[src/bp_pkg.sv]
// shared branch kinds, record and update formats, and sizing for the branch update stage
package bp_pkg;

    localparam int BH_WIDTH    = 14;
    localparam int PC_WIDTH    = 30;  // word address
    localparam int REC_DEPTH   = 8;   // record queue entries, also initial input credits
    localparam int PTR_W       = $clog2(REC_DEPTH);
    localparam int UPD_CREDITS = 4;   // update slots at the predictor
    localparam int CNT_W       = 4;

    typedef enum logic [2:0] {
        NOT_JUMP      = 3'd0,
        DIRECT_JUMP   = 3'd1,
        RET           = 3'd4,
        INDIRECT_JUMP = 3'd5,
        CALL          = 3'd6,
        JUMP          = 3'd7
    } br_kind_t;

    // one resolved instruction as reported by an execution lane
    typedef struct packed {
        logic [PC_WIDTH-1:0] pc;
        logic                taken_pdc;
        br_kind_t            kind_pdc;
        logic [PC_WIDTH-1:0] npc_pdc;
        logic [BH_WIDTH-1:0] bh_pdc;
        logic                taken_ex;
        br_kind_t            kind_ex;
        logic [PC_WIDTH-1:0] npc_ex;
        logic                pack_size;  // packet held two instructions
        logic                flush_pre;  // second one squashed, never reported
    } branch_rec_t;

    // one folded packet toward the predictor tables
    typedef struct packed {
        logic [PC_WIDTH-1:0] pc;
        logic                taken_pdc;
        br_kind_t            kind_pdc;
        logic [PC_WIDTH-1:0] npc_pdc;
        logic [BH_WIDTH-1:0] bh_pdc;
        logic                taken_ex;
        br_kind_t            kind_ex;
        logic [PC_WIDTH-1:0] npc_ex;
        logic [PC_WIDTH-1:0] ret_pc;
    } bp_update_t;

endpackage

[src/rec_if.sv]
// record queue head view shared between the queue and the packet merger
interface rec_if import bp_pkg::*; ();

    branch_rec_t      head0;    // oldest entry
    branch_rec_t      head1;    // next oldest
    logic [CNT_W-1:0] count;    // occupancy
    logic [1:0]       pop_cnt;  // 0, 1 or 2

    modport queue (
        output head0,
        output head1,
        output count,
        input  pop_cnt
    );

    modport merger (
        input  head0,
        input  head1,
        input  count,
        output pop_cnt
    );

endinterface

[src/bp_update_unit.sv]
// branch update stage top, lane records in, credited predictor updates out
module bp_update_unit import bp_pkg::*; (
    input  logic                clk,
    input  logic                rstn,
    input  logic [1:0]          in_valid,  // bit 0 is the older lane
    // lane 0
    input  logic [PC_WIDTH-1:0] ex0_pc,
    input  logic                ex0_taken_pdc,
    input  br_kind_t            ex0_kind_pdc,
    input  logic [PC_WIDTH-1:0] ex0_npc_pdc,
    input  logic [BH_WIDTH-1:0] ex0_bh_pdc,
    input  logic                ex0_taken_ex,
    input  br_kind_t            ex0_kind_ex,
    input  logic [PC_WIDTH-1:0] ex0_npc_ex,
    input  logic                ex0_pack_size,
    input  logic                ex0_flush_pre,
    // lane 1
    input  logic [PC_WIDTH-1:0] ex1_pc,
    input  logic                ex1_taken_pdc,
    input  br_kind_t            ex1_kind_pdc,
    input  logic [PC_WIDTH-1:0] ex1_npc_pdc,
    input  logic [BH_WIDTH-1:0] ex1_bh_pdc,
    input  logic                ex1_taken_ex,
    input  br_kind_t            ex1_kind_ex,
    input  logic [PC_WIDTH-1:0] ex1_npc_ex,
    input  logic                ex1_pack_size,
    input  logic                ex1_flush_pre,
    output logic [1:0]          ex_credit,  // records freed last edge
    output logic                upd_valid,
    output bp_update_t          upd_data,
    input  logic                upd_credit
);

    branch_rec_t rec0;
    branch_rec_t rec1;
    logic        merge_valid;
    bp_update_t  merge_upd;
    logic        merge_ready;

    rec_if u_rec ();

    assign rec0 = '{ex0_pc, ex0_taken_pdc, ex0_kind_pdc, ex0_npc_pdc, ex0_bh_pdc,
                    ex0_taken_ex, ex0_kind_ex, ex0_npc_ex, ex0_pack_size, ex0_flush_pre};
    assign rec1 = '{ex1_pc, ex1_taken_pdc, ex1_kind_pdc, ex1_npc_pdc, ex1_bh_pdc,
                    ex1_taken_ex, ex1_kind_ex, ex1_npc_ex, ex1_pack_size, ex1_flush_pre};

    branch_rec_fifo u_fifo (
        .clk     (clk),
        .rstn    (rstn),
        .wr_en   (in_valid),
        .wr_rec0 (rec0),
        .wr_rec1 (rec1),
        .rd      (u_rec.queue)
    );

    pack_merge u_merge (
        .rd        (u_rec.merger),
        .upd_valid (merge_valid),
        .upd       (merge_upd),
        .upd_ready (merge_ready)
    );

    update_sender u_send (
        .clk        (clk),
        .rstn       (rstn),
        .in_valid   (merge_valid),
        .in_upd     (merge_upd),
        .in_ready   (merge_ready),
        .upd_valid  (upd_valid),
        .upd_data   (upd_data),
        .upd_credit (upd_credit)
    );

    // popped slots go back to the lanes as credits
    always_ff @(posedge clk) begin
        if (!rstn) begin
            ex_credit <= 2'd0;
        end else begin
            ex_credit <= u_rec.pop_cnt;
        end
    end

endmodule

[src/branch_rec_fifo.sv]
// in-order record queue, two writes and up to two pops per cycle, heads read combinationally
module branch_rec_fifo import bp_pkg::*; (
    input  logic        clk,
    input  logic        rstn,
    input  logic [1:0]  wr_en,
    input  branch_rec_t wr_rec0,
    input  branch_rec_t wr_rec1,
    rec_if.queue        rd
);

    branch_rec_t mem [REC_DEPTH];

    logic [PTR_W-1:0] wr_ptr;
    logic [PTR_W-1:0] rd_ptr;
    logic [CNT_W-1:0] count;
    logic [1:0]       wr_num;
    branch_rec_t      wr_first;

    assign wr_num = {1'b0, wr_en[0]} + {1'b0, wr_en[1]};

    // lane 1 alone lands in the first free slot
    assign wr_first = wr_en[0] ? wr_rec0 : wr_rec1;

    always_ff @(posedge clk) begin
        if (wr_num != 2'd0) begin
            mem[wr_ptr] <= wr_first;
        end
        if (wr_en == 2'b11) begin
            mem[wr_ptr + PTR_W'(1)] <= wr_rec1;
        end
    end

    always_ff @(posedge clk) begin
        if (!rstn) begin
            wr_ptr <= '0;
        end else begin
            wr_ptr <= wr_ptr + PTR_W'(wr_num);
        end
    end

    always_ff @(posedge clk) begin
        if (!rstn) begin
            rd_ptr <= '0;
        end else begin
            rd_ptr <= rd_ptr + PTR_W'(rd.pop_cnt);
        end
    end

    // producer holds credits, so count never passes REC_DEPTH
    always_ff @(posedge clk) begin
        if (!rstn) begin
            count <= '0;
        end else begin
            count <= count + CNT_W'(wr_num) - CNT_W'(rd.pop_cnt);
        end
    end

    assign rd.head0 = mem[rd_ptr];
    assign rd.head1 = mem[rd_ptr + PTR_W'(1)];
    assign rd.count = count;

endmodule

[src/pack_merge.sv]
// folds the head packet of the record queue into a single predictor update
module pack_merge import bp_pkg::*; (
    rec_if.merger      rd,
    output logic       upd_valid,
    output bp_update_t upd,
    input  logic       upd_ready
);

    branch_rec_t h0;
    branch_rec_t h1;
    logic        single;
    logic        fire;

    assign h0 = rd.head0;
    assign h1 = rd.head1;

    // second slot of the packet is absent or squashed
    assign single = ~h0.pack_size | h0.flush_pre;

    assign upd_valid = (rd.count >= CNT_W'(2)) || (rd.count == CNT_W'(1) && single);
    assign fire      = upd_valid & upd_ready;
    assign rd.pop_cnt = !fire ? 2'd0 : (single ? 2'd1 : 2'd2);

    always_comb begin
        upd.pc        = h0.pc;
        upd.taken_pdc = h0.taken_pdc;
        upd.kind_pdc  = h0.kind_pdc;
        upd.npc_pdc   = h0.npc_pdc;
        upd.bh_pdc    = h0.bh_pdc;
        upd.ret_pc    = h0.pc + PC_WIDTH'(1);

        if (single) begin
            upd.taken_ex = h0.taken_ex;
            upd.kind_ex  = h0.kind_ex;
            upd.npc_ex   = h0.npc_ex;
        end else begin
            upd.taken_ex = h0.taken_ex | h1.taken_ex;

            // kind priority across the pair
            if (h0.kind_ex == DIRECT_JUMP || h1.kind_ex == DIRECT_JUMP) begin
                upd.kind_ex = DIRECT_JUMP;
            end else if (h0.kind_ex == CALL || h1.kind_ex == CALL) begin
                upd.kind_ex = CALL;
            end else if (h0.kind_ex == RET || h1.kind_ex == RET) begin
                upd.kind_ex = RET;
            end else if (h0.kind_ex == INDIRECT_JUMP || h1.kind_ex == INDIRECT_JUMP) begin
                upd.kind_ex = INDIRECT_JUMP;
            end else begin
                upd.kind_ex = NOT_JUMP;
            end

            upd.npc_ex = h0.taken_ex ? h0.npc_ex : h1.npc_ex;

            if (h1.kind_ex == CALL && h0.kind_ex != CALL) begin
                upd.ret_pc = h1.pc + PC_WIDTH'(1);  // call sits in the second slot
            end
        end
    end

endmodule

[src/update_sender.sv]
// output register for predictor updates with a credit counter for the update slots
module update_sender import bp_pkg::*; (
    input  logic       clk,
    input  logic       rstn,
    input  logic       in_valid,
    input  bp_update_t in_upd,
    output logic       in_ready,
    output logic       upd_valid,
    output bp_update_t upd_data,
    input  logic       upd_credit
);

    logic [CNT_W-1:0] credit_cnt;
    logic             send;

    // a credit coming back this cycle is usable right away
    assign in_ready = (credit_cnt != '0) | upd_credit;
    assign send     = in_valid & in_ready;

    always_ff @(posedge clk) begin
        if (!rstn) begin
            credit_cnt <= CNT_W'(UPD_CREDITS);
        end else begin
            credit_cnt <= credit_cnt + CNT_W'(upd_credit) - CNT_W'(send);
        end
    end

    always_ff @(posedge clk) begin
        if (!rstn) begin
            upd_valid <= 1'b0;
        end else begin
            upd_valid <= send;  // one cycle per update
        end
    end

    always_ff @(posedge clk) begin
        if (send) begin
            upd_data <= in_upd;
        end
    end

endmodule
[config.mk]
export PLATFORM = sky130hd
export DESIGN_NAME = bp_update_unit
export DESIGN_NICKNAME = d
export VERILOG_FILES = /design/src/bp_pkg.sv /design/src/rec_if.sv /design/src/bp_update_unit.sv /design/src/branch_rec_fifo.sv /design/src/pack_merge.sv /design/src/update_sender.sv
export SDC_FILE = /design/constraint.sdc
export NUM_CORES = 2
export LEC_CHECK = 0
export BUFFER_PORTS_ARGS = -buffer_cell sky130_fd_sc_hd__buf_2
export CORE_MARGIN = 1.5
export CORE_UTILIZATION = 55
export CTS_BUF_LIST = sky130_fd_sc_hd__clkbuf_16
export DETAILED_ROUTE_END_ITERATION = 6
export GPL_TIMING_DRIVEN = 1
export PLACE_DENSITY = 0.73
export SETUP_SLACK_MARGIN = 0.5
export SLEW_MARGIN = 20
export SYNTH_ARGS = -nofsm -noshare
export SYNTH_HDL_FRONTEND = slang
export SYNTH_SLANG_ARGS = --single-unit
[constraint.sdc]
create_clock -name clk -period 13.59 [get_ports clk]
set_input_delay 1.359 -clock clk [delete_from_list [all_inputs] [get_ports clk]]
set_output_delay 1.359 -clock clk [all_outputs]
set_load 0.02 [all_outputs]
==> qor.txt <==
Final Hold Fails: 0
GRT Total Usage: 29.8%
RSZ-0062 raised after global routing: no
num ports: 378
VDD IR max: 0.244 mV
Clock Path Buffers: 3
CP Max Fanout: 106
Worst EP arrival: 6.02 ns
Final Cell Area: 61700 um2
Hold Path Class: reg2reg
RePlAce Congestion: 0.844
Synth area leader: edfxtp_1
Finish-stage setup viols: 0
Vias/cell: 6.34
cells after synthesis: 4507
CTS tree: built
Post-synth EDFFs: 1054
Critical Path Start Type: register
worst clock skew: 0.0158 ns
post-synth top area share: 56.7%
I/O Buffers: 377
DPL Wire Length: 86300 um
Die Y: 321 um
Max Cap Viol: 0
Slew HR: 22.0%
fraction of layout instances using a drive strength above 1: 21.4%
setup tns final: 0 ns
syn nets: 4763
CORE AREA: 100000 um2
Hold Slack: 0.692 ns
antenna violation net count after detailed routing: 0
Req. time, crit path: 14.02 ns
Rows: 116
Clock Tree Root: clkbuf_16
run status: finished, final reports clean
Top FF cell, synth: edfxtp_1
per-cell routed wire length: 25.4 um
Yosys reg bits: 1071
dpl cell area: 58200 um2
pins over their slew limit: 0
Initial Util: 55.6%
synth unique cells: 64
WS Path Type: reg2reg
Post-CTS Resized: 0
syn avg cell area: 12.4 um2
fraction of registers with async set/reset: 0%
drt first pass iters: 5
Clock Latency Late Sink: 0.71 ns
Clock Pin Slew Worst Setup and Hold Paths: 0.06 ns
Post-Syn Area: 55800 um2
# Post-CTS Setup Buffers: 0
die area: 103000 um2
antenna violations before repair: 26
top cells by area, synth: edfxtp_1, mux4_2, a21oi_1
Critical Path Sink Type: register
P_leak: 21.7 nW
GRT Residual Overflow: 0
minimum clock period: 5.59 ns
sequential-to-total area share from yosys stat: 57.3%
Ys Warns: 0
period utilization: 41.1%
Worst Tran Pin Value: 1.17 ns
Hold-fix buffers, CTS: 0
H-tree depth: 3
pwr/cell area: 194 nW/um2
drt total wl: 154000 um
DR DRC count: 0
total CTS buffers: 112
DIE WIDTH: 321 um
DR iter-0 viols: 4845
Tot Pwr: 12.0 mW
largest net degree at the start of global routing: 175
first-pass GRT wire length: 231000 um
Vias: 38500
Area Growth Syn to Fin: 10.6%
CTS sink cnt: 1071
Nets: 4860
vias in the first global route: 37600
Max Fclk: 0.179 GHz
-- worst paths after layout --
kind	from	slack, ns	endpoint	cells past startpoint
max	u_fifo.rd_ptr[1]$_SDFF_PN0_	8.00	u_send.upd_data[28]$_DFFE_PN_	10
min	u_send.credit_cnt[2]$_SDFF_PN1_	0.69	u_send.credit_cnt[2]$_SDFF_PN1_	4
max reg2reg	u_fifo.rd_ptr[1]$_SDFF_PN0_	8.00	u_send.upd_data[28]$_DFFE_PN_	10
min reg2reg	u_send.credit_cnt[2]$_SDFF_PN1_	0.69	u_send.credit_cnt[2]$_SDFF_PN1_	4
-- placed cells by master (no fill, tap or decap), types with 19 or more instances in the layout --
cell and count:
buf_2 376, edfxtp_1 1054, a21oi_1 955, inv_1 76, clkbuf_16 112, mux2i_1 232
buf_4 48, xor2_1 33, clkinv_1 19, mux2_2 65, xnor2_1 28, nand4_1 19
and2_1 45, mux4_2 316, nand2_1 85, nor2_1 945, nand3_1 26, a211oi_1 31
-- Yosys cell counts (3+ instances only) --
| library cell | instances |
|---|---|
| xnor2_1 | 28 |
| nor3b_1 | 5 |
| nand2b_1 | 11 |
| a221oi_1 | 4 |
| xor2_1 | 33 |
| mux4_1 | 13 |
| dfxtp_1 | 17 |
| buf_2 | 37 |
| buf_4 | 8 |
| nand3_1 | 30 |
| ha_1 | 18 |
| edfxtp_1 | 1054 |
| nand2_1 | 87 |
| clkbuf_4 | 3 |
| clkbuf_1 | 350 |
| and2_1 | 45 |
| mux2_2 | 65 |
| nor2_1 | 945 |
| buf_1 | 39 |
| fa_1 | 5 |
| buf_12 | 3 |
| inv_1 | 41 |
| nand3b_1 | 5 |
| and3_1 | 4 |
| o21ai_0 | 19 |
| o221ai_1 | 3 |
| nand4_1 | 19 |
| mux2i_1 | 232 |
| nor2b_1 | 7 |
| a211oi_1 | 31 |
| a21oi_1 | 956 |
| buf_6 | 10 |
| nor4_2 | 3 |
| a31oi_1 | 4 |
| mux4_2 | 316 |
| nor3_1 | 10 |
| o31ai_1 | 3 |
| o21ai_1 | 4 |
-- state kept, by name, summed over array words and instances, names as in the netlist --
| name | count |
|---|---|
| ex_credit | 2 |
| u_fifo.mem | 912 |
| u_fifo.rd.count | 4 |
| u_fifo.rd_ptr | 3 |
| u_fifo.wr_ptr | 3 |
| u_send.credit_cnt | 4 |
| u_send.upd_data | 142 |
| u_send.upd_valid | 1 |
-- power by group --
| part | leakage [nW] | internal, mW | switching [mW] |
|---|---|---|---|
| clock | 1.81 | 1.62 | 1.31 |
| sequential | 9.91 | 4.45 | 0.277 |
| combinational | 9.96 | 1.75 | 2.56 |
-- kinds of logic (layout without fill, tap and decap cells) --
| family | count (synthesis) | after routing | synth area share (%) |
|---|---|---|---|
| adders and majority gates | 23 | 23 | 0.583 |
| other | 0 | 17 | 0 |
| DFF | 1071 | 1071 | 57.3 |
| and+or+nand+nor | 1190 | 1190 | 8.79 |
| buffers and inverters | 494 | 682 | 3.75 |
| AOI/OAI and AO/OA | 1040 | 1040 | 9.65 |
| xor gates and xnor gates | 63 | 63 | 1.04 |
| muxes | 626 | 626 | 18.8 |
-- metrics by stage --
step / setup WS (ns) / util [%] / std cells
4_1_cts: 7.84 / 61.5 / 6052
6_report: 8.00 / 61.5 / 6069
2_1_floorplan: 1.52 / - / 4507
5_1_grt: 7.70 / 61.5 / 6060
3_3_place_gp: 7.80 / 58.0 / 5846
3_5_place_dp: 7.65 / 58.1 / 5847
-- critical path, cell delays in order (launching register included) --
cell       delay, ns
dfxtp_4         0.93
ha_4            0.66
buf_12          0.77
mux4_2          0.40
mux2_2          0.20
nand4_1         0.27
a2111oi_2       0.97
nand2_1         0.39
nor4_2          0.38
xor2_1          0.17
mux2i_1         0.09
-- layout make-up --
cell class / count / area, um2
fill: 7672 / 38600
sequential: 1071 / 32000
multi-input combinational: 2942 / 21900
clock buffer: 112 / 2800
timing repair buffer: 435 / 2450
tap: 1357 / 1700
clock inverter: 93 / 637
inverter: 42 / 163
antenna: 17 / 42.5
-- routing by layer --
metal,global-route usage [%],vias up,share of wire (%)
li1,-,17100,-
met1,39.9,19000,38
met2,49.4,2137,49
met3,5.33,281,10
met4,10.1,14,2.9
met5,0,-,0.058
Power figures use the tool's default switching activity.
